--- src/hw/cred_req_pkg.sv ---
// request-side types and sizes, referenced by scoped name from route, credits and arbiter
package cred_req_pkg;

  // ~~~~~~~~~~~~~~~~~~~~~~~~~~~~~~~~~~~~~~~~~~~~~~~~~~~~~~~~~~~~
  // sizes
  // ~~~~~~~~~~~~~~~~~~~~~~~~~~~~~~~~~~~~~~~~~~~~~~~~~~~~~~~~~~~~

  localparam int n_dests = 2;   // number of remote destinations
  localparam int dest_w  = 1;   // destination index width
  localparam int len_w   = 5;   // beat count, 1..16
  localparam int tag_w   = 8;   // request tag, passed through untouched
  // one bit wider than len so a full buffer's worth fits
  localparam int cred_w  = 6;

  // ~~~~~~~~~~~~~~~~~~~~~~~~~~~~~~~~~~~~~~~~~~~~~~~~~~~~~~~~~~~~
  // types
  // ~~~~~~~~~~~~~~~~~~~~~~~~~~~~~~~~~~~~~~~~~~~~~~~~~~~~~~~~~~~~

  // write request, 14 bits
  typedef struct packed {
    logic [dest_w-1:0] dest;
    logic [len_w-1:0]  len;
    logic [tag_w-1:0]  tag;
  } req_t;

  // forwarding order for the data mux, 6 bits
  typedef struct packed {
    logic [dest_w-1:0] dest;
    logic [len_w-1:0]  len;
  } mux_user_t;

endpackage

--- src/hw/cred_axis_pkg.sv ---
// stream beat type and buffer depths, referenced by scoped name from buffers, mux and top
package cred_axis_pkg;

  // ~~~~~~~~~~~~~~~~~~~~~~~~~~~~~~~~~~~~~~~~~~~~~~~~~~~~~~~~~~~~
  // sizes
  // ~~~~~~~~~~~~~~~~~~~~~~~~~~~~~~~~~~~~~~~~~~~~~~~~~~~~~~~~~~~~

  localparam int data_w      = 64;  // full word per beat, no keep
  // per-destination data buffer, also the largest legal len
  localparam int buf_depth   = 16;
  localparam int req_q_depth = 4;   // request queue per destination
  localparam int ord_q_depth = 4;   // issued-but-not-forwarded orders

  // ~~~~~~~~~~~~~~~~~~~~~~~~~~~~~~~~~~~~~~~~~~~~~~~~~~~~~~~~~~~~
  // types
  // ~~~~~~~~~~~~~~~~~~~~~~~~~~~~~~~~~~~~~~~~~~~~~~~~~~~~~~~~~~~~

  typedef struct packed {
    logic [data_w-1:0] data;
    logic              last;
  } beat_t;

endpackage

--- src/hw/req_credits_wr.sv ---
// per-destination credit gate, holds a request until its whole payload is buffered
`timescale 1ns/1ps

module req_credits_wr (
  input  logic               aclk,
  input  logic               arst_n,
  // request from the destination queue
  input  cred_req_pkg::req_t s_req,
  input  logic               s_req_valid,
  output logic               s_req_ready,
  // one pulse per beat accepted into this destination's buffer
  input  logic               xfer,
  // request toward the arbiter
  output cred_req_pkg::req_t m_req,
  output logic               m_req_valid,
  input  logic               m_req_ready
);

  logic [cred_req_pkg::cred_w-1:0] cred;
  logic [cred_req_pkg::cred_w-1:0] len_ext;
  logic [cred_req_pkg::cred_w-1:0] sub;
  logic enough;
  logic handoff;

  // zero-extend len to counter width
  assign len_ext = {{(cred_req_pkg::cred_w - cred_req_pkg::len_w){1'b0}}, s_req.len};
  assign enough  = (cred >= len_ext);

  // purely combinational pass, gated on credit
  assign m_req       = s_req;
  assign m_req_valid = s_req_valid && enough;
  assign s_req_ready = m_req_ready && enough;
  assign handoff     = s_req_valid && s_req_ready;
  assign sub         = handoff ? len_ext : '0;

  // beats in minus beats reserved by released requests
  always_ff @(posedge aclk or negedge arst_n) begin
    if (!arst_n) begin
      cred <= '0;
    end else begin
      cred <= cred + {{(cred_req_pkg::cred_w - 1){1'b0}}, xfer} - sub;
    end
  end

  // unreserved beats can never exceed the buffer behind this gate
  a_cred_bound: assert property (@(posedge aclk) disable iff (!arst_n)
    cred <= cred_axis_pkg::buf_depth);

endmodule

--- config.mk ---
export PLATFORM = sky130hd
export DESIGN_NAME = req_credits_wr
export DESIGN_NICKNAME = d
export VERILOG_FILES = /design/src/hw/cred_req_pkg.sv /design/src/hw/cred_axis_pkg.sv /design/src/hw/req_credits_wr.sv
export SDC_FILE = /design/constraint.sdc
export NUM_CORES = 1
export LEC_CHECK = 0
export BUFFER_PORTS_ARGS = -buffer_cell sky130_fd_sc_hd__buf_2
export CORE_MARGIN = 5
export CORE_UTILIZATION = 40
export CTS_BUF_LIST = sky130_fd_sc_hd__clkbuf_8 sky130_fd_sc_hd__clkbuf_16
export CTS_CLUSTER_DIAMETER = 120
export CTS_CLUSTER_SIZE = 40
export DETAILED_ROUTE_END_ITERATION = 10
export GPL_ROUTABILITY_DRIVEN = 1
export PLACE_DENSITY = 0.72
export SYNTH_ARGS = -nofsm -noshare
export SYNTH_HDL_FRONTEND = slang
export SYNTH_SLANG_ARGS = --single-unit
--- constraint.sdc ---
create_clock -name aclk -period 5.7 [get_ports aclk]
set_clock_uncertainty 0.05 [all_clocks]
set_input_delay 0.57 -clock aclk [delete_from_list [all_inputs] [get_ports aclk]]
set_output_delay 0.57 -clock aclk [all_outputs]
set_load 0.01 [all_outputs]
# [After elaboration in Yosys (flattened, before gate mapping)]
# Cells that the tools add are included.
# Widths: inputs -> output; s select.
[word_totals] regBits=6 input_bits=19 elab_cells=8
[classes] add_sub_neg=2 magnitude_cmp=1 n_mux=1 reduce_logical=3
[ops] op="$add 6x1->6" n=1
[ops] op="$ge 6x5->1" n=1
[ops] op="$sub 6x5->6" n=1
[ops] op="$mux 5" n=1
[ops] op="$logic_and 1x1->1" n=3

# [Logic depth before layout (Yosys ltp)]
[logic_depth] depth_word=5 ltp_mapped=13 depth_no_buf=13

# [Least setup slack after synthesis]
# No wires, ideal clock.
[synth_path] path_kind="input port to flip-flop" start="input port s_req[8] (netlist bit)" end="register cred[4] (netlist bit)" setup_ns=0.080 arrival_ns=2.799 setup_slack_ns=2.771 cell_stages=12 n_path_buf=0 cell_sequence="ha_1 nor3b_1 or3_1 o211ai_2 and2_1 ha_1 inv_1 ha_1 fa_1 a21o_1 a21oi_1 xnor2_1"
[synth_via] elab_chain_len=5
[synth_lines] element="start, declared" line_no="req_credits_wr.sv:8" text="input cred_req_pkg::req_t s_req,"
[synth_lines] element="$ge 6x5->1" line_no="req_credits_wr.sv:27" text="assign enough = (cred >= len_ext);"
[synth_lines] element="$logic_and 1x1->1" line_no="req_credits_wr.sv:32" text="assign s_req_ready = m_req_ready && enough;"
[synth_lines] element="$logic_and 1x1->1" line_no="req_credits_wr.sv:33" text="assign handoff = s_req_valid && s_req_ready;"
[synth_lines] element="$mux 5 (*)" line_no="req_credits_wr.sv:34" text="assign sub = handoff ? len_ext : '0;"
[synth_lines] element="$sub 6x5->6 (*)" line_no="req_credits_wr.sv:41" text="cred <= cred + {{(cred_req_pkg::cred_w - 1){1'b0}}, xfer} - sub;"
[synth_lines] element="end signal, assigned" line_no="req_credits_wr.sv:41"
[synth_lines] element="end, declared" line_no="req_credits_wr.sv:19" text="logic [cred_req_pkg::cred_w-1:0] cred;"
# Every way passes the cells marked *; elsewhere a longest branch is shown, timed or not.

# [Final worst setup path]
# Same ends and word-level chain as after synthesis.

==> results.cfg <==
[floorplan]
die_area_um2 = 2630
ios = 35
coreArea_um2 = 1670
initial_core_util_pct = 40.7
die_x_um = 51.3
die_h_um = 51.3
fp-row-count = 15

[logic_synthesis]
syn_inst = 72
ys_types = 20
yosys_warnings = 0
syn_area_per_cell_um2 = 9.45
ys_ff_latch = 6
netlist_area_um2 = 681
syn-num-nets = 107
ys_seq_area_share_pct = 22.1

[route]
drt-total-wl_mm = 1.20
detail-route-antenna-nets = 0
vias = 482
viasPerCell = 5.13
first_iter_violations = 0
routedWlPerCell_um = 12.8
drcViolationCount = 0
drt_first_pass_iters = 1

[clock_tree]
clock_latency_ns = 0.22
htree_levels = 1
postCtsResizedCells = 0
cts_tree = yes
numClockSinks = 6
cts-root-buf = clkbuf_8
cts.clk_slew.worst_paths_ns = 0.04
postCtsHoldBufs = 0
cts_setup_buffers = 0
cts_max_path_buffers = 2
cts_made_buffers = 3

[cells_and_area]
final_cell_mix = buf_2 (16), ha_1 (15), inv_1 (7)
num_antenna_cells = 0
layout-drive-gt1-share_pct = 26.0
largest_reg_flops = 6
regMostFlops = cred
n_fill_cell = 162
finish.net_count = 114
mostFrequentLayoutCell = buf_2
area_delta_synth_final_pct = 5.51
largestRegisters = cred: 6 flops

[critical_path]
crit_fanout = 5
r2r-start = cred[0]
r2r_cells = 13
critical_path_required_ns = 5.79
r2r-end = cred[4]
critPathCaptureType = flop
startpoint_type = input pin
crit_type = input pin to flop
arrival_ns = 3.12
ff2ff_setup_slack_ns = 2.77

[placed_design]
io_buffer_count = 16
place_congestion = 0.733
dp_hpwl_mm = 1.03

[grt]
grt_max_degree = 7
grt_usage_pct = 10.8
grt_pass1_vias = 548
grt_pass1_wl_mm = 2.07
gr-total-overflow = 0
antenna_found_initial = 0

[timing]
fmax_mhz = 330
fin_crit_ns = 3.03
rsz0062_at_grt = false
fin_crit_sh_pct = 53.2
relSlewSlack_pct = 81.0
fin_setup_tns_ns = 0
tightest_slew_ns = 0.284
maxSlewViolCount = 0
hold_viol = 0
final-setup-viol-count = 0

[outcome]
status = completed

[pwr]
power_leakage_nw = 0.370
vdd_drop_max_mv = 0.363
p_total_mw = 0.438
p_per_area_nw_per_um2 = 610

[job]
max-cap-violations = 0

[worst_hold_path]
min_path_type = input pin to asynchronous set/reset pin
-- per-layer routing --
layer | part of all wire [%] | vias to the layer above | global-route usage (%)
met5 | 0 | - | 0
met4 | 2.7 | 0 | 7.42
met3 | 5.0 | 4 | 3.79
met2 | 56 | 9 | 20.6
met1 | 36 | 225 | 9.11
li1 | - | 244 | -
-- final cells by class --
cell class | instances | area, um^2 | area share, %
tap | 17 | 21.3 | 2.96
sequential | 6 | 150 | 20.9
multi-input combinational | 45 | 399 | 55.6
clock buffer | 3 | 41.3 | 5.75
timing repair buffer | 16 | 80.1 | 11.1
inverter | 7 | 26.3 | 3.66
-- cells by family after synthesis --
logic type                 Yosys count  synth area share [%]
AOI/OAI and AO/OA                   14                  14.0
xor gates and xnor gates             5                  6.43
adders and majority gates           16                  30.5
buffers and inverters               21                  19.3
DFF                                  6                  22.1
and+or+nand+nor                     10                  7.72
-- through the flow --
| stage | instance area (um^2) | utilization (%) | setup WS, ns | std cells | hold slack (ns) |
|---|---|---|---|---|---|
| 3_3_place_gp | 677 | 40.5 | 2.51 | 91 | 0.349 |
| 3_5_place_dp | 677 | 40.5 | 2.45 | 91 | 0.352 |
| 2_1_floorplan | 681 | - | 2.77 | 72 | 0.224 |
| 6_report | 718 | 43.0 | 2.67 | 94 | 0.115 |
| 5_1_grt | 718 | 43.0 | 2.54 | 94 | 0.123 |
| 4_1_cts | 718 | 43.0 | 2.64 | 94 | 0.115 |
-- how the worst max path moves through the flow --
stage                        start       to
after floorplan           s_req[8]  cred[4]
after global placement    s_req[8]  cred[4]
after detailed placement  s_req[8]  cred[4]
after CTS                 s_req[8]  cred[4]
after global routing      s_req[8]  cred[4]
final                     s_req[8]  cred[4]
-- cells in the mapped netlist --
master    instances  area (um^2)
ha_1             15          188
buf_4            14          105
inv_1             7         26.3
dfrtp_1           6          150
a21oi_1           4         20.0
nand2_1           4         15.0
xnor2_1           4         35.0
a211oi_1          2         15.0
a21o_1            2         15.0
nor2b_1           2         12.5
o211ai_1          2         15.0
o21ai_0           2         10.0
and2_1            1         6.26
fa_1              1         20.0
nand3_1           1         5.00
nor3b_1           1         7.51
o211ai_2          1         12.5
o21bai_1          1         7.51
or3_1             1         6.26
xor2_1            1         8.76
-- worst max-delay path, stage by stage --
cell and delay, ns:
buf_2 0.11, ha_1 0.29, nor3b_1 0.25, or3_1 0.17, o211ai_2 0.13, and2_1 0.19, ha_1 0.26, inv_1 0.05
ha_1 0.23, fa_1 0.41, a21o_1 0.17, a21oi_1 0.17, xnor2_1 0.13
-- power breakdown --
part           switching [mW]  internal (mW)
Sequential             0.0143         0.0718
Combinational           0.145          0.144
Clock                  0.0179         0.0453
Power figures use the tool's default switching activity.
