===== src/hw/cred_req_pkg.sv =====
// request-side types and sizes, referenced by scoped name from route, credits and arbiter
package cred_req_pkg;

  // ~~~~~~~~~~~~~~~~~~~~~~~~~~~~~~~~~~~~~~~~~~~~~~~~~~~~~~~~~~~~
  // sizes
  // ~~~~~~~~~~~~~~~~~~~~~~~~~~~~~~~~~~~~~~~~~~~~~~~~~~~~~~~~~~~~

  localparam int n_dests = 2;   // number of remote destinations
  localparam int dest_w  = 1;   // destination index width
  localparam int len_w   = 5;   // beat count, 1..16
  localparam int tag_w   = 8;   // request tag, passed through untouched
  // one bit wider than len so a full buffer's worth fits
  localparam int cred_w  = 6;

  // ~~~~~~~~~~~~~~~~~~~~~~~~~~~~~~~~~~~~~~~~~~~~~~~~~~~~~~~~~~~~
  // types
  // ~~~~~~~~~~~~~~~~~~~~~~~~~~~~~~~~~~~~~~~~~~~~~~~~~~~~~~~~~~~~

  // write request, 14 bits
  typedef struct packed {
    logic [dest_w-1:0] dest;
    logic [len_w-1:0]  len;
    logic [tag_w-1:0]  tag;
  } req_t;

  // forwarding order for the data mux, 6 bits
  typedef struct packed {
    logic [dest_w-1:0] dest;
    logic [len_w-1:0]  len;
  } mux_user_t;

endpackage


===== src/hw/cred_axis_pkg.sv =====
// stream beat type and buffer depths, referenced by scoped name from buffers, mux and top
package cred_axis_pkg;

  // ~~~~~~~~~~~~~~~~~~~~~~~~~~~~~~~~~~~~~~~~~~~~~~~~~~~~~~~~~~~~
  // sizes
  // ~~~~~~~~~~~~~~~~~~~~~~~~~~~~~~~~~~~~~~~~~~~~~~~~~~~~~~~~~~~~

  localparam int data_w      = 64;  // full word per beat, no keep
  // per-destination data buffer, also the largest legal len
  localparam int buf_depth   = 16;
  localparam int req_q_depth = 4;   // request queue per destination
  localparam int ord_q_depth = 4;   // issued-but-not-forwarded orders

  // ~~~~~~~~~~~~~~~~~~~~~~~~~~~~~~~~~~~~~~~~~~~~~~~~~~~~~~~~~~~~
  // types
  // ~~~~~~~~~~~~~~~~~~~~~~~~~~~~~~~~~~~~~~~~~~~~~~~~~~~~~~~~~~~~

  typedef struct packed {
    logic [data_w-1:0] data;
    logic              last;
  } beat_t;

endpackage


===== src/hw/sync_fifo.sv =====
// synchronous valid/ready FIFO with a type parameter for request, data and order queues
`timescale 1ns/1ps

module sync_fifo #(
  parameter type payload_t = logic,
  parameter int  depth     = 4
) (
  input  logic     aclk,
  input  logic     arst_n,
  // write side
  input  payload_t in_data,
  input  logic     in_valid,
  output logic     in_ready,
  // read side
  output payload_t out_data,
  output logic     out_valid,
  input  logic     out_ready
);

  // payload storage
  payload_t mem [depth];

  logic [$clog2(depth)-1:0]   wr_ptr;
  logic [$clog2(depth)-1:0]   rd_ptr;
  logic [$clog2(depth+1)-1:0] count;
  logic push;
  logic pop;
  logic full;

  assign full      = (count == depth);
  // full still takes a push when the head leaves this cycle
  assign in_ready  = !full || out_ready;
  assign out_valid = (count != '0);
  assign out_data  = mem[rd_ptr];
  assign push      = in_valid && in_ready;
  assign pop       = out_valid && out_ready;

  always_ff @(posedge aclk) begin
    if (push) begin
      mem[wr_ptr] <= in_data;
    end
  end

  // pointers wrap at depth and count tracks occupancy
  always_ff @(posedge aclk or negedge arst_n) begin
    if (!arst_n) begin
      wr_ptr <= '0;
      rd_ptr <= '0;
      count  <= '0;
    end else begin
      if (push) begin
        wr_ptr <= (wr_ptr == depth - 1) ? '0 : wr_ptr + 1'b1;
      end
      if (pop) begin
        rd_ptr <= (rd_ptr == depth - 1) ? '0 : rd_ptr + 1'b1;
      end
      case ({push, pop})
        2'b10:   count <= count + 1'b1;
        2'b01:   count <= count - 1'b1;
        default: count <= count;
      endcase
    end
  end

  // a write that is held off keeps its valid and data until taken
  a_in_hold: assert property (@(posedge aclk) disable iff (!arst_n)
    (in_valid && !in_ready) |=> in_valid && $stable(in_data));

endmodule


===== src/hw/req_route.sv =====
// steers incoming write requests into one request queue per destination
`timescale 1ns/1ps

module req_route (
  input  logic                aclk,
  input  logic                arst_n,
  // incoming requests
  input  cred_req_pkg::req_t  s_req,
  input  logic                s_req_valid,
  output logic                s_req_ready,
  // queue heads, one per destination
  output cred_req_pkg::req_t  q_req [cred_req_pkg::n_dests],
  output logic [cred_req_pkg::n_dests-1:0] q_valid,
  input  logic [cred_req_pkg::n_dests-1:0] q_ready
);

  logic [cred_req_pkg::n_dests-1:0] in_ready;

  // ready comes back only from the queue that dest names
  assign s_req_ready = in_ready[s_req.dest];

  for (genvar i = 0; i < cred_req_pkg::n_dests; i++) begin : g_q
    sync_fifo #(
      .payload_t (cred_req_pkg::req_t),
      .depth     (cred_axis_pkg::req_q_depth)
    ) u_req_q (
      .aclk      (aclk),
      .arst_n    (arst_n),
      .in_data   (s_req),
      .in_valid  (s_req_valid && (s_req.dest == i)),   // decoded valid
      .in_ready  (in_ready[i]),
      .out_data  (q_req[i]),
      .out_valid (q_valid[i]),
      .out_ready (q_ready[i])
    );
  end

  // dest in range, len within one data buffer
  a_req_legal: assert property (@(posedge aclk) disable iff (!arst_n)
    s_req_valid |-> (s_req.dest < cred_req_pkg::n_dests) && (s_req.len >= 1)
                    && (s_req.len <= cred_axis_pkg::buf_depth));

endmodule


===== config.mk =====
export PLATFORM = sky130hd
export DESIGN_NAME = req_route
export DESIGN_NICKNAME = d
export VERILOG_FILES = /design/src/hw/cred_req_pkg.sv /design/src/hw/cred_axis_pkg.sv /design/src/hw/sync_fifo.sv /design/src/hw/req_route.sv
export SDC_FILE = /design/constraint.sdc
export NUM_CORES = 1
export LEC_CHECK = 0
export BUFFER_PORTS_ARGS = -buffer_cell sky130_fd_sc_hd__buf_2
export CELL_PAD_IN_SITES_DETAIL_PLACEMENT = 1
export CELL_PAD_IN_SITES_GLOBAL_PLACEMENT = 1
export CORE_MARGIN = 2
export CORE_UTILIZATION = 30
export CTS_CLUSTER_DIAMETER = 80
export DETAILED_ROUTE_END_ITERATION = 12
export GPL_ROUTABILITY_DRIVEN = 0
export PLACE_DENSITY_LB_ADDON = 0.1
export SLEW_MARGIN = 20
export SYNTH_ARGS = -nofsm -noshare
export SYNTH_HDL_FRONTEND = slang
export SYNTH_HIERARCHICAL = 1
export SYNTH_SLANG_ARGS = --single-unit

===== constraint.sdc =====
create_clock -name aclk -period 4.09 [get_ports aclk]
set_input_delay 0.818 -clock aclk [delete_from_list [all_inputs] [get_ports aclk]]
set_output_delay 0.818 -clock aclk [all_outputs]
set_load 0.01 [all_outputs]

* Yosys cells after proc, flatten, opt, wreduce, memory -nomap -nowiden
Memory sizes are Yosys's and may differ from the RTL's.
Cells that the tools add are included.
** Cells by class
- Add/subtract/negate cells :: 8
- Order comparisons :: 1
- Equal/unequal tests :: 10
- Mux-type cells :: 12
- Bitwise gates (word level) :: 1
- Reduce and logical (&&, ||, !) cells :: 14
** Operators with widths (count)
- $eq A2 B2 Y1 const B :: 6
- $pmux W3 S2 :: 2
- $add A2 B1 Y2 const B :: 4
- $mux W2 :: 4
- $add A3 B1 Y3 const B :: 2
- $eq A3 B3 Y1 const B :: 2
- $logic_and A1 B1 Y1 :: 6
- $mux W1 :: 6
- $reduce_bool A3 Y1 :: 2
- $sub A3 B1 Y3 const B :: 2
- $eq A2 B1 Y1 const B :: 2
- $reduce_bool A2 Y1 :: 2
- $logic_not A1 Y1 :: 2
- $logic_or A1 B1 Y1 :: 2
- $lt A1 B2 Y1 const B :: 1
- $not A1 Y1 :: 1
** Storage, ports and cells
- Register bits :: 14
- Memory bits (writable) :: 112
- Input bits :: 19
- Word-level logic and storage cells :: 54
- Memories :: 2
** Memory list
- g_q[0].u_req_q.mem :: depth 4, width 14, read ports 1, clocked after memory_dff 0, write ports 1, RTL line sync_fifo.sv:21 : payload_t mem [depth];
- g_q[1].u_req_q.mem :: depth 4, width 14, read ports 1, clocked after memory_dff 0, write ports 1, RTL line sync_fifo.sv:21

* Logic depth before layout (Yosys ltp)
- Depth after elaboration :: 6
- Gate-level depth with buffers :: 10
- Depth with buffers taken out :: 9

* Cells and area by module
The synthesis kept the hierarchy.
** Modules (own cells, without submodules)
- sync_fifo :: instances 2, cells each 116, area an instance 2467.4 um^2
- req_route :: instances 1, cells each 3, area an instance 31.3 um^2

* Worst setup path after synthesis
Ideal clock, no wire load.
- Path kind :: input to register
- Start point :: in q_ready[1] (netlist bit)
- End point :: reg g_q[1].u_req_q.count[2]
- Setup time :: 0.079 ns
- Arrival time :: 2.591 ns
- Required time :: 4.011 ns
- Slack :: 1.420 ns
- Cell stages on the path :: 10
- Cells stage by stage :: or4b_1 -> buf_2 -> and2_4 -> inv_1 -> ha_1 -> inv_1 -> fa_1 -> xor2_1 -> nor2_1 -> xor2_1
** Between the ends
- Cells in the longest elaborated chain, start to end :: 4
- Elaborated cells between the ends (all ways) :: 7
- Those cells by class :: 2 x eq/ne; 1 x mux; 4 x reduce/logical
** RTL lines
- start, declared :: RTL line req_route.sv:14 : input logic [cred_req_pkg::n_dests-1:0] q_ready
- $logic_or A1 B1 Y1 (*) :: RTL line sync_fifo.sv:32 : assign in_ready = !full || out_ready;
- named net in_ready, one bit :: RTL line req_route.sv:17 : logic [cred_req_pkg::n_dests-1:0] in_ready;
- $logic_and A1 B1 Y1 (*) :: RTL line sync_fifo.sv:35 : assign push = in_valid && in_ready;
- $eq A2 B1 Y1 / $eq A2 B2 Y1 (equally long branches) :: RTL line sync_fifo.sv:57 : case ({push, pop})
- $pmux W3 S2 / $reduce_bool A2 Y1 (equally long branches)
- end signal, assigned :: RTL line sync_fifo.sv:58 : 2'b10: count <= count + 1'b1;
- end signal, assigned :: RTL line sync_fifo.sv:59 : 2'b01: count <= count - 1'b1;
- end signal, assigned :: RTL line sync_fifo.sv:60 : default: count <= count;
- end, declared :: RTL line sync_fifo.sv:25 : logic [$clog2(depth+1)-1:0] count;
The timed path passes the listed nets; every way through them passes the cells marked *.
A chain may end at the register's enable or synchronous reset.

==> qor.yml <==
clock_network:
  cts_sinks: 126
  cts_tree: "yes"
  ctsResizeCount: 0
  cts_max_level: 4
  clk_pin_slew_ns: 0.05
  cts_inserted_buffers: 17
  cts_setup_buffers: 0
  clk_path_buf_depth: 2
  cts_hold_buffers: 0
  cts-root-buf: "clkbuf_16"
  clk_latency_ns: 0.41
run_status:
  status: "finished, final reports clean"
global_route:
  grt_overflow_total: 0
  grt_pass1_wl_um: 15590
  grt_util_all_layers_pct: 12.48
  grt_max_degree: 17
  grt_pass1_vias: 2622
  antenna_found_initial: 0
die:
  start_util_pct: 30.27
  io_pins: 50
  dieArea_mm2: 0.01760
  dieHeight_um: 132.7
  core-area_mm2: 0.01641
  fp-row-count: 47
  fp.dieW_um: 132.7
hold_path:
  worstHoldPathType: "input port to async pin"
synth:
  ys_ff_latch: 126
  yosys-top-cells-area: "edfxtp_1 68%, mux4_2 13%, dfrtp_1 7.1%"
  synthArstFlopShare_pct: 11.11
  syn_area_per_cell_um2: 21.13
  synth_seq_area_share_pct: 74.78
  ys_dominant_reg_cell: "edfxtp_1"
  ys_types: 23
  synth-edff-count: 112
  yosysWarnings: 6
  syn_area_mm2: 0.004966
  synth.most_common_cell: "edfxtp_1"
  yosys.area.top_type: "edfxtp_1"
  syn_inst: 235
  synth_top_area_share_pct: 67.72
  synth_nets: 268
  synth_common_cells: "112 x edfxtp_1, 28 x mux4_2, 14 x dfrtp_1, 14 x inv_1, 12 x ha_1"
placement:
  dp_hpwl_um: 6380
  portBuffers: 49
worst_setup_path:
  cp-endpoint: "q_req[7]"
  cp_max_fo: 15
  r2r_cells: 9
  rr_endpoint: "g_q[1].u_req_q/count[2]$_DFFE_PN0P_"
  criticalPathCategory: "flip-flop to output pin"
  cp-end-kind: "output pin"
  crit_path_start: "g_q[1].u_req_q/rd_ptr[0]$_DFFE_PN0P_"
  worstReg2RegStart: "g_q[1].u_req_q/count[0]$_DFFE_PN0P_"
  worst-endpoint-required_ns: 3.27
  cp.arrival_ns: 2.21
  startpoint_type: "flip-flop"
  rrSetupSlack_ns: 1.61
sta:
  tightestPinTransition_ns: 0.9889
  finalSetupTns_ns: 0
  hold_ws_ns: 0.3197
  max_freq_mhz: 330.7
  setup_viol: 0
  fin_crit_sh_pct: 73.93
  hold_viol: 0
  slew_headroom_pct: 34.08
  fin_crit_ns: 3.024
  rsz0062_at_grt: "false"
  slew_violations: 0
  skew_ns: 0.004394
power:
  p_leak_nw: 2.158
  irDropWorstVdd_uv: 281.2
  p_int_w: 0.003016
  pwr-share-seq_pct: 42.6
  power_frac_clock_pct: 33.4
  comb_power_share_pct: 24.0
  p_sw_share_pct: 28.57
  power.density_mw_per_mm2: 702.2
  finalPower_w: 0.004222
  netSwitchingPower_w: 0.001206
detailed_routing:
  wire_per_inst_um: 18.51
  wirelength_um: 9808
  drtPass1Iterations: 4
  drc: 0
  vias: 2330
  ant_nets: 0
  drt_iter0_drc: 124
  viasPerCell: 4.396
finish:
  antennaDiodeCount: 0
  areaGrowthSynthToFinish_pct: 21.09
  fin_nets: 330
  drive_above_1_share_pct: 39.03
  fillerInstances: 1628
  fin_util_pct: 36.65
flow_run:
  maxCapViolations: 0
## cell type report
class,instances,area [µm²],share of cell area (%)
flip-flops and latches,126,3714,61.76
inverters,14,52.55,0.8739
repair buffers,51,260.3,4.328
well taps,220,275.3,4.578
clock inverters,13,123.9,2.060
clock buffers,19,432.9,7.199
multi-input cells,87,1155,19.21
## power by group through the flow
stage	combinational [W]	sequential, W	clock, W
2_1_floorplan	0.000803	0.00169	0
3_3_place_gp	0.00104	0.00184	0
4_1_cts	0.00105	0.00182	0.00145
3_5_place_dp	0.00105	0.00184	0
5_1_grt	0.00114	0.00184	0.00150
6_report	0.00101	0.00180	0.00141
## metal layers
layer	track usage, %	up-vias	routed length (µm)
met5	0	-	0
met4	5.376	0	119
met3	4.828	12	453
met2	20.26	52	5051
met1	14.81	1204	4183
li1	-	1062	-
## kinds of logic after synthesis
| logic type | count (synthesis) | share of synthesized area (%) |
|---|---|---|
| and+or+nand+nor | 28 | 3.351 |
| adders and majority gates | 14 | 3.830 |
| DFF | 126 | 74.78 |
| buffers and inverters | 22 | 1.965 |
| AOI/OAI and AO/OA | 4 | 0.7054 |
| muxes | 35 | 14.31 |
| xor gates and xnor gates | 6 | 1.058 |
## metrics by stage
stage | setup slack (ns) | std cells | cell area (µm²)
5_1_grt | 0.8643 | 530 | 6013
2_1_floorplan | 1.420 | 235 | 4966
6_report | 1.066 | 530 | 6013
3_3_place_gp | 1.160 | 498 | 5456
3_5_place_dp | 1.132 | 498 | 5456
4_1_cts | 0.9687 | 530 | 6013
## critical path, stage by stage (launching register included)
cell and delay (ns):
dfrtp_1 0.99, mux4_2 0.64, buf_2 0.16
## placed cells by master (no fill, tap or decap), drive strengths merged
cell type	n
clkinv	7
mux4	28
mux2i	2
bufinv	2
clkbuf	19
mux2	5
xor2	4
fa	2
buf	51
or4b	2
clkinvlp	4
nand3	4
o21ai	4
dfrtp	14
xnor2	2
and3	8
and2	3
nand2	2
or3	2
and2b	1
nor2	6
inv	14
edfxtp	112
ha	12
## worst min-delay path by stage
| stage | startpoint | endpoint | slack [ns] |
|---|---|---|---|
| detailed placement | g_q[0].u_req_q/count[2]$_DFFE_PN0P_ | g_q[0].u_req_q/count[2]$_DFFE_PN0P_ | 0.47 |
| floorplan | g_q[0].u_req_q/count[2]$_DFFE_PN0P_ | g_q[0].u_req_q/count[2]$_DFFE_PN0P_ | 0.45 |
| finish | arst_n | g_q[1].u_req_q/count[0]$_DFFE_PN0P_ | 0.32 |
| global route | arst_n | g_q[1].u_req_q/count[2]$_DFFE_PN0P_ | 0.32 |
| global placement | g_q[0].u_req_q/count[2]$_DFFE_PN0P_ | g_q[0].u_req_q/count[2]$_DFFE_PN0P_ | 0.47 |
| CTS | arst_n | g_q[1].u_req_q/count[0]$_DFFE_PN0P_ | 0.31 |
## sequential cells by signal, indices dropped and copies added (netlist names)
register and count:
g_q.u_req_q/mem 112, g_q.u_req_q/rd_ptr 4, g_q.u_req_q/count 6, g_q.u_req_q/wr_ptr 4
Power figures use the tool's default switching activity.
