===== src/hw/sync_fifo.sv =====
// synchronous valid/ready FIFO with a type parameter for request, data and order queues
`timescale 1ns/1ps

module sync_fifo #(
  parameter type payload_t = logic,
  parameter int  depth     = 4
) (
  input  logic     aclk,
  input  logic     arst_n,
  // write side
  input  payload_t in_data,
  input  logic     in_valid,
  output logic     in_ready,
  // read side
  output payload_t out_data,
  output logic     out_valid,
  input  logic     out_ready
);

  // payload storage
  payload_t mem [depth];

  logic [$clog2(depth)-1:0]   wr_ptr;
  logic [$clog2(depth)-1:0]   rd_ptr;
  logic [$clog2(depth+1)-1:0] count;
  logic push;
  logic pop;
  logic full;

  assign full      = (count == depth);
  // full still takes a push when the head leaves this cycle
  assign in_ready  = !full || out_ready;
  assign out_valid = (count != '0);
  assign out_data  = mem[rd_ptr];
  assign push      = in_valid && in_ready;
  assign pop       = out_valid && out_ready;

  always_ff @(posedge aclk) begin
    if (push) begin
      mem[wr_ptr] <= in_data;
    end
  end

  // pointers wrap at depth and count tracks occupancy
  always_ff @(posedge aclk or negedge arst_n) begin
    if (!arst_n) begin
      wr_ptr <= '0;
      rd_ptr <= '0;
      count  <= '0;
    end else begin
      if (push) begin
        wr_ptr <= (wr_ptr == depth - 1) ? '0 : wr_ptr + 1'b1;
      end
      if (pop) begin
        rd_ptr <= (rd_ptr == depth - 1) ? '0 : rd_ptr + 1'b1;
      end
      case ({push, pop})
        2'b10:   count <= count + 1'b1;
        2'b01:   count <= count - 1'b1;
        default: count <= count;
      endcase
    end
  end

  // a write that is held off keeps its valid and data until taken
  a_in_hold: assert property (@(posedge aclk) disable iff (!arst_n)
    (in_valid && !in_ready) |=> in_valid && $stable(in_data));

endmodule


===== config.mk =====
export PLATFORM = sky130hd
export DESIGN_NAME = sync_fifo
export DESIGN_NICKNAME = d
export VERILOG_FILES = /design/src/hw/sync_fifo.sv
export SDC_FILE = /design/constraint.sdc
export NUM_CORES = 1
export LEC_CHECK = 0
export BUFFER_PORTS_ARGS = -buffer_cell sky130_fd_sc_hd__buf_2
export CAP_MARGIN = 20
export CELL_PAD_IN_SITES_DETAIL_PLACEMENT = 2
export CELL_PAD_IN_SITES_GLOBAL_PLACEMENT = 2
export CORE_UTILIZATION = 27
export DETAILED_ROUTE_END_ITERATION = 10
export PLACE_DENSITY_LB_ADDON = 0.1
export SLEW_MARGIN = 10
export SYNTH_ARGS = -nofsm -noshare
export SYNTH_HDL_FRONTEND = slang
export SYNTH_SLANG_ARGS = --single-unit

===== constraint.sdc =====
create_clock -name aclk -period 2.95 [get_ports aclk]
set_clock_uncertainty 0.05 [all_clocks]
set_input_delay 0.1475 -clock aclk [delete_from_list [all_inputs] [get_ports aclk]]
set_output_delay 0.1475 -clock aclk [all_outputs]
set_load 0.1 [all_outputs]

; After elaboration in Yosys (flattened, before gate mapping)
; Memory sizes are Yosys's and may differ from the RTL's.
; Index checks and enable logic that the tools add are counted.
[totals]
ff_bits = 7
latch_bits = 0
ram_bits = 4
romBits = 0
in_bits = 5
output_inout_bits = 3
elab_cells = 24
memories = 1
[classes]
n_addsub = 4
n_mul = 0
div_mod_pow = 0
n_lt_le_gt_ge = 0
n_eq_ne = 5
shift = 0
muxes = 5
bitwise = 0
reduce_logical = 6
[mem_list]
columns = name, depth, width, read_ports, rd_clocked_by_memory_dff, write_ports, line
row1 = mem, 4, 1, 1, 0, 1, 21  ; payload_t mem [depth];
[op_table]
columns = cell, n
row1 = == test 2 bit (second input constant), 3
row2 = one-hot mux 3 bit (2 select lines), 1
row3 = adder 2 x 1 -> 2 bit (second input constant), 2
row4 = 2-to-1 mux 2 bit, 2
row5 = adder 3 x 1 -> 3 bit (second input constant), 1
row6 = == test 3 bit (second input constant), 1
row7 = nonzero test 3 bit, 1
row8 = subtractor 3 x 1 -> 3 bit (second input constant), 1
row9 = == test 2 x 1 -> 1 bit (second input constant), 1
row10 = logical AND 1 bit, 2
row11 = 2-to-1 mux 1 bit, 2
row12 = nonzero test 2 bit, 1
row13 = logical NOT 1 bit, 1
row14 = logical OR 1 bit, 1

; Longest topological paths before layout
; Gate-level depths: netlist of the first run.
[logic_depth]
depth_word = 6
depth_mapped = 10
ltp_nobuf = 9

; Worst setup path before layout of the first run
; No wires, ideal clock.
[synth_timing]
kind = register to register
startpoint = register count[0]
endpoint = register count[2]
setup_time_ns = 0.079
t_arrival_ns = 2.468
required_time_ns = 2.821
path_slack_ns = 0.353
path_stages_with_launch = 11
period_less_slack_ns = 2.597
cell_sequence = dfrtp_1 -> or4b_1 -> buf_2 -> and2_4 -> inv_1 -> ha_1 -> inv_1 -> fa_1 -> xor2_1 -> nor2_1 -> xor2_1
[synth_via]
elab_chain_len = 6
[synth_lines]
columns = item, line
row1 = start: declaration, 25  ; logic [$clog2(depth+1)-1:0] count;
row2 = start signal: assignment, 58  ; 2'b10: count <= count + 1'b1;
row3 = start signal: assignment, 59  ; 2'b01: count <= count - 1'b1;
row4 = start signal: assignment, 60  ; default: count <= count;
row5 = == test 3 bit *, 30  ; assign full = (count == depth);
row6 = logical NOT 1 bit *, 32  ; assign in_ready = !full || out_ready;
row7 = logical OR 1 bit *, 32
row8 = net in_ready, 13  ; output logic in_ready,
row9 = logical AND 1 bit *, 35  ; assign push = in_valid && in_ready;
row10 = == test 2 x 1 -> 1 bit or == test 2 bit (tied branches), 57  ; case ({push, pop})
row11 = one-hot mux 3 bit (2 select lines) or nonzero test 2 bit (tied branches), n/a
; Mark *: on every way through the listed nets, which the timed path passes. The rest lies on a longest branch.
; A chain may end at the register's enable or synchronous reset.

; Worst setup path in the final report of the first run
[layout_timing]
startpoint = register count[0]
endpoint = register count[2]
[layout_via]
elab_chain_len = 6
[layout_lines]
columns = item, line
row1 = == test 3 bit, 30
row2 = logical NOT 1 bit, 32
row3 = logical OR 1 bit, 32
row4 = logical AND 1 bit, 35
row5 = == test 2 x 1 -> 1 bit or == test 2 bit (tied branches), 57
row6 = one-hot mux 3 bit (2 select lines) or nonzero test 2 bit (tied branches), n/a
; Parallel ways exist; a longest one is shown, timed or not.

==> impl_metrics.yaml, run 1 <==
run_status:
  status: "finished, final reports clean"
synthesis:
  yosys.cell_types.count: 19
  synth_adder_area_share_pct: 15.97
  synth_simple_gate_area_share_pct: 12.61
  synth_xor_area_share_pct: 4.412
  muxShareOfSynthArea_pct: 9.244
  synth_top_family_by_area: "adder cells"
  ys.warnings.count: 0
  synth_compound_area_share_pct: 2.941
  synth_nets: 60
  synthCells: 48
  syn_area_per_cell_um2: 12.41
  synth_seq_cells: 11
  yosysSeqAreaShare_pct: 49.58
  synth_area_um2: 595.6
floorplanning:
  ioPinCount: 8
  die_y_um: 48.97
  fp-row-count: 16
  initial_core_util_pct: 29.46
  coreArea_um2: 2022
  die_x_um: 48.97
  die_area_um2: 2398
place:
  port_buffers: 7
  placed_cell_area_um2: 659.4
  place.gp.congestion: 0.7535
  dp_hpwl_um: 966.6
global_routing:
  grt_pass1_vias: 475
  grt_pass1_wl_um: 2139
  antenna_found_initial: 0
  grtUsageTotal_pct: 12.68
  overflow: 0
  grt_max_degree: 9
timing:
  whs_ps: 68.44
  tightest_slew_ps: 488.6
  rsz0062_at_grt: "no"
  slew_headroom_pct: 67.65
  finalHoldViolations: 0
  fin_crit_sh_pct: 86.14
  setup_viol: 0
  finalSetupTns_ps: 0
  min_period_ps: 2541
  finalMaxSlewViolations: 0
  fmaxAchievable_ghz: 0.3935
finish:
  n_antenna_cell: 0
  drive_gt1_share_pct: 27.12
  mostFrequentLayoutCells: "7 x inv_1, 7 x dfrtp_1, 7 x buf_2"
  area_growth_pct: 16.81
  nNetsFinal: 72
  design_area_um2: 695.7
detailed_routing:
  drc_errors: 0
  routed_wl_um: 1160
  avgRoutedWirePerCell_um: 13.49
  drt_first_pass_iters: 1
  ant_nets: 0
  initialDrtViolationCount: 0
  vias: 377
  via_per_inst: 4.384
clocking:
  clock_latency_ps: 260
  cts_buffer_depth: 2
  cts_made_buffers: 3
  post_cts_buffers: 0
  clock-sinks: 11
  cts_tree: "yes"
  cts-root-buf: "clkbuf_4"
  path_clk_slew_ps: 70
  htree_levels: 1
critical_path:
  crit_path_end_kind: "flip-flop"
  critical_path_required_ps: 3080
  criticalPathCategory: "flip-flop to flip-flop"
  crit_arrival_ps: 2670
  cp-start-kind: "flip-flop"
  path_max_fanout: 8
pwr:
  p_leak_nw: 0.3319
  ir_drop_v: 0.0004002
  powerDensity_nw_per_um2: 1109
hold_path:
  min_path_type: "input port to flip-flop"
flow_run:
  cap_violations: 0
==> critical path, stage by stage, from the launching register on <==
cell     delay [ps]
dfrtp_1         410
or4b_1          670
and2_4          240
inv_1            50
ha_1            180
inv_1            70
fa_1            370
xor2_1          150
nor2_1          110
xor2_1          170
==> what timing repair did <==
action,CTS,global route
endpoints found under the hold margin,7,0
gates resized for setup,0,0
hold buffers,1,0
==> state kept, by name (all words and copies together), names as in the netlist <==
name,count
count,3
mem,4
rd_ptr,2
wr_ptr,2
==> logic make-up (layout without fill, tap and decap cells) <==
logic type,after synthesis,after routing
AOI/OAI and AO/OA,2,2
xor gates and xnor gates,3,3
adders and majority gates,7,7
buffers and inverters,8,19
DFF,11,11
muxes,4,4
and+or+nand+nor,13,13
==> where the power goes <==
part           leakage (nW)  internal, mW  switching [mW]
combinational         0.197         0.139           0.261
clock                0.0150        0.0522          0.0466
sequential            0.120         0.222          0.0507
total                 0.332         0.413           0.358
==> synth_stat cells <==
cell type | n | area, um2
edfxtp_1 | 4 | 120.1
mux2i_1 | 1 | 10.01
buf_2 | 1 | 5.000
and3_1 | 4 | 25.02
mux2_2 | 2 | 22.52
mux4_2 | 1 | 22.52
inv_1 | 7 | 26.28
dfrtp_1 | 7 | 175.2
o21ai_2 | 2 | 17.52
nand3_1 | 2 | 10.01
fa_1 | 1 | 20.02
nor2_1 | 3 | 11.26
xor2_1 | 2 | 17.52
and2_4 | 1 | 8.760
nand2_1 | 1 | 3.750
or3_1 | 1 | 6.260
or4b_1 | 1 | 10.01
ha_1 | 6 | 75.07
xnor2_1 | 1 | 8.760
==> worst paths after layout <==
check                          from  slack [ps]  cells past startpoint  endpoint
hold / removal              in_data          70                      1    mem[3]
hold reg to reg            count[2]         460                      1  count[2]
max in group asynchronous    arst_n        2490                      2  count[1]
setup / recovery           count[0]         410                      9  count[2]
setup reg to reg           count[0]         410                      9  count[2]
min in group asynchronous    arst_n         200                      2  count[2]
==> routing by layer <==
layer | vias to the layer above | track usage [%] | share of wire, %
li1 | 181 | - | -
met1 | 190 | 14.79 | 41
met2 | 4 | 21.30 | 55
met3 | 2 | 2.804 | 2.7
met4 | 0 | 7.353 | 0.78
met5 | - | 0 | 0
==> cell type report <==
cell class | count | area [um2]
clock buffers | 4 | 26.28
repair buffers | 8 | 45.04
inverters | 7 | 26.28
fillers | 221 | 1326
well taps | 27 | 33.78
multi-input cells | 29 | 269.0
flip-flops and latches | 11 | 295.3
==> through the flow <==
stage	setup slack, ps	total power, mW	utilization, %	instances
floorplan	352.6	0.5942	-	48
global placement	500.3	0.6438	32.61	81
detailed placement	379.4	0.6840	32.61	81
CTS	359.8	0.7923	34.41	86
global route	216.9	0.8383	34.41	86
finish	409.0	0.7715	34.41	86
Note: power is estimated with default switching activity, not from simulation.
==> inputs of run 2 (changes only) <==
--- a/config.mk
+++ b/config.mk
@@ -9,7 +9,7 @@
 export CAP_MARGIN = 20
 export CELL_PAD_IN_SITES_DETAIL_PLACEMENT = 2
 export CELL_PAD_IN_SITES_GLOBAL_PLACEMENT = 2
-export CORE_UTILIZATION = 27
+export CORE_UTILIZATION = 35
 export DETAILED_ROUTE_END_ITERATION = 10
 export PLACE_DENSITY_LB_ADDON = 0.1
 export SLEW_MARGIN = 10
==> impl_metrics.yaml, run 2 (synthesis gave the netlist of run 1 again) <==
timing:
  min_period_ps: 2581
  slew_headroom_pct: 67.79
  finalHoldViolations: 0
  rsz0062_at_grt: "no"
  finalSetupTns_ps: 0
  fmaxAchievable_ghz: 0.3874
  worst_slack_ps: 368.5
  whs_ps: 51.09
  finalMaxSlewViolations: 0
  tightest_slew_ps: 486.5
  setup_viol: 0
  fin_crit_sh_pct: 87.51
place:
  port_buffers: 7
  place.gp.congestion: 0.7372
  place_inst: 70
  dp_slack_ps: 386.9
  dp_hpwl_um: 958.6
detailed_routing:
  avgRoutedWirePerCell_um: 15.71
  initialDrtViolationCount: 0
  drc_errors: 0
  via_per_inst: 5.000
  drt_first_pass_iters: 1
  vias: 375
  routed_wl_um: 1178
  ant_nets: 0
clocking:
  cts_made_buffers: 3
  cts-root-buf: "clkbuf_4"
  cts_resized: 0
  clock-sinks: 11
  htree_levels: 1
  cts_tree: "yes"
  cts_buffer_depth: 2
  path_clk_slew_ps: 70
  clock_latency_ps: 260
finish:
  drive_gt1_share_pct: 27.12
  nNetsFinal: 72
  stdcell_count: 75
  reg_top3: "mem x4, count x3"
  regMostFlops: "mem"
  n_antenna_cell: 0
  largest_reg_flops: 4
  mostFrequentLayoutCells: "7 x inv_1, 7 x dfrtp_1, 7 x buf_2"
  area_growth_pct: 14.50
  nFillCells: 164
flow_run:
  cap_violations: 0
pwr:
  ir_drop_v: 0.0004420
  p_leak_nw: 0.3319
  power_mw: 0.7783
  powerDensity_nw_per_um2: 1141
hold_path:
  min_path_type: "input port to flip-flop"
floorplanning:
  die_y_um: 43.25
  die_x_um: 43.25
  die_area_um2: 1871
  fp-row-count: 14
  initial_core_util_pct: 38.64
  coreArea_um2: 1541
  ioPinCount: 8
critical_path:
  cp-start-kind: "flip-flop"
  path_max_fanout: 8
  criticalPathCategory: "flip-flop to flip-flop"
  crit_arrival_ps: 2720
  crit_path_end_kind: "flip-flop"
  r2r_slack_ps: 370
  critical_path_required_ps: 3090
global_routing:
  overflow: 0
  grtUsageTotal_pct: 15.62
  grt_max_degree: 9
  grt_pass1_wl_um: 2042
  grt_pass1_vias: 448
  antenna_found_initial: 0
run_status:
  status: "finished, final reports clean"
run 2: cell counts in the layout (fill, tap and decap cells not counted):
No cell type changed its count.
run 2: final timing paths:
kind,from,cells past startpoint,to
min in group asynchronous,arst_n,2,rd_ptr[1]
max in group asynchronous,arst_n,2,wr_ptr[0]
worst min-delay path,in_data,1,mem[1]
worst max-delay path,count[0],9,count[2]
worst max register to register,count[0],9,count[2]
worst min register to register,count[2],1,count[2]
run 2: routing by layer:
metal | wire length [um] | track usage, %
met5 | 0 | 0
met4 | 0 | 7.273
met3 | 25 | 3.830
met2 | 620 | 25.37
met1 | 532 | 19.29
run 2: final cells by class:
type,instances,area (um2),share of cell area (%)
sequential,11,295.3,43.30
multi-input combinational,29,269.0,39.45
timing repair buffer,8,45.04,6.606
clock buffer,4,26.28,3.853
inverter,7,26.28,3.853
tap,16,20.02,2.936
run 2: worst max-delay path: stages, from the launching register on:
cell	delay (ps)
dfrtp_1	410
or4b_1	690
and2_4	240
inv_1	60
ha_1	190
inv_1	60
fa_1	380
xor2_1	150
nor2_1	120
xor2_1	150
run 2: power breakdown:
group,internal [mW],switching (mW)
sequential,0.222,0.0508
clock,0.0523,0.0508
combinational,0.140,0.262
run 2: repair_timing:
item,CTS,global route
hold endpoints to repair,7,0
hold buffers,1,0
setup buffers,0,0
run 2: stage by stage:
| step | util (%) | cell area (um2) |
|---|---|---|
| 2_1_floorplan | - | 595.6 |
| 3_3_place_gp | 41.88 | 645.6 |
| 3_5_place_dp | 41.88 | 645.6 |
| 4_1_cts | 44.24 | 681.9 |
| 5_1_grt | 44.24 | 681.9 |
| 6_report | 44.24 | 681.9 |
==> inputs of run 3 (changes only) <==
--- a/config.mk
+++ b/config.mk
@@ -9,6 +9,7 @@
 export CAP_MARGIN = 20
 export CELL_PAD_IN_SITES_DETAIL_PLACEMENT = 2
 export CELL_PAD_IN_SITES_GLOBAL_PLACEMENT = 2
+export CORE_MARGIN = 3
 export CORE_UTILIZATION = 35
 export DETAILED_ROUTE_END_ITERATION = 10
 export PLACE_DENSITY_LB_ADDON = 0.1
==> impl_metrics.yaml, run 3 (synthesis gave the netlist of run 1 again) <==
timing:
  finalSetupTns_ps: 0
  min_period_ps: 2570
  tightest_slew_ps: 490.5
  whs_ps: 44.32
  rsz0062_at_grt: "no"
  fin_crit_sh_pct: 87.12
  setup_viol: 0
  slew_headroom_pct: 67.52
  finalMaxSlewViolations: 0
  finalHoldViolations: 0
  fmaxAchievable_ghz: 0.3891
  worst_slack_ps: 380.0
finish:
  drive_gt1_share_pct: 28.81
  n_antenna_cell: 0
  mostFrequentLayoutCells: "7 x inv_1, 7 x dfrtp_1, 7 x buf_2"
  design_area_um2: 683.2
  largest_reg_flops: 4
  nFillCells: 159
  nNetsFinal: 72
  area_growth_pct: 14.71
  stdcell_count: 75
  utilization_pct: 43.82
  regMostFlops: "mem"
  reg_top3: "mem x4, count x3"
critical_path:
  criticalPathCategory: "flip-flop to flip-flop"
  critical_path_required_ps: 3090
  crit_path_end_kind: "flip-flop"
  r2r_start: "count[0]"
  path_max_fanout: 8
  cp-start-kind: "flip-flop"
  crit_arrival_ps: 2710
  critical_path.startpoint: "count[0]"
detailed_routing:
  avgRoutedWirePerCell_um: 15.45
  initialDrtViolationCount: 1
  routed_wl_um: 1159
  drt_first_pass_iters: 3
  vias: 389
  drc_errors: 0
  via_per_inst: 5.187
  ant_nets: 0
pwr:
  power_mw: 0.7793
  powerDensity_nw_per_um2: 1141
  p_leak_nw: 0.3347
  ir_drop_v: 0.0003927
clocking:
  cts_tree: "yes"
  htree_levels: 1
  ctsHoldBuffers: 1
  path_clk_slew_ps: 80
  cts-root-buf: "clkbuf_4"
  post_cts_buffers: 0
  clock_latency_ps: 270
  cts_resized: 0
  cts_made_buffers: 3
  cts_buffer_depth: 2
  clock-sinks: 11
global_routing:
  grtUsageTotal_pct: 13.41
  overflow: 0
  grt_pass1_vias: 456
  grt_max_degree: 9
  antenna_found_initial: 0
  grt_pass1_wl_um: 2042
floorplanning:
  die_y_um: 47.25
  die_area_um2: 2233
  fp-row-count: 14
  initial_core_util_pct: 38.20
  die_x_um: 47.25
  ioPinCount: 8
  coreArea_um2: 1559
place:
  place.gp.congestion: 0.8217
  dp_hpwl_um: 948.3
  placed_cell_area_um2: 645.6
  place_inst: 70
  dp_slack_ps: 386.5
  port_buffers: 7
flow_run:
  cap_violations: 0
hold_path:
  min_from: "in_data"
  min_path_type: "input port to flip-flop"
run_status:
  status: "finished, final reports clean"
[run 3: changes by cell type in the layout (fill, tap and decap cells not counted), sizes merged]
| cell | change |
|---|---|
| clkinv | +1 |
| clkbuf | -1 |
[run 3: critical path: stages (launching register included)]
cell and delay, ps:
dfrtp_1 410, or4b_1 680, and2_4 240, inv_1 50, ha_1 190, inv_1 70
fa_1 380, xor2_1 160, nor2_1 110, xor2_1 150
[run 3: where the power goes]
part	switching [mW]	internal, mW	leakage (nW)	total (mW)
logic	0.263	0.139	0.197	0.402
clock network	0.0533	0.0501	0.0177	0.103
registers	0.0517	0.222	0.120	0.274
total	0.368	0.411	0.335	0.779
[run 3: path summary, 6_finish.rpt]
check	cells past startpoint	slack (ps)	end
max	9	380	count[2]
min	1	40	mem[2]
min in group asynchronous	2	190	count[1]
max in group asynchronous	2	2490	rd_ptr[0]
min reg2reg	1	450	count[2]
max reg2reg	9	380	count[2]
[run 3: cell type report]
cell class              instances  area [um2]  area share, %
clock buffers                   3       22.52          3.297
well taps                      16       20.02          2.930
clock inverters                 1       5.005         0.7326
flip-flops and latches         11       295.3          43.22
repair buffers                  8       45.04          6.593
inverters                       7       26.28          3.846
multi-input cells              29       269.0          39.38
[run 3: layer usage]
layer | track usage (%) | vias up | share of wire (%)
li1 | - | 184 | -
met1 | 15.46 | 199 | 42
met2 | 23.53 | 6 | 55
met3 | 3.448 | 0 | 2.7
met4 | 4.972 | 0 | 0
met5 | 0 | - | 0
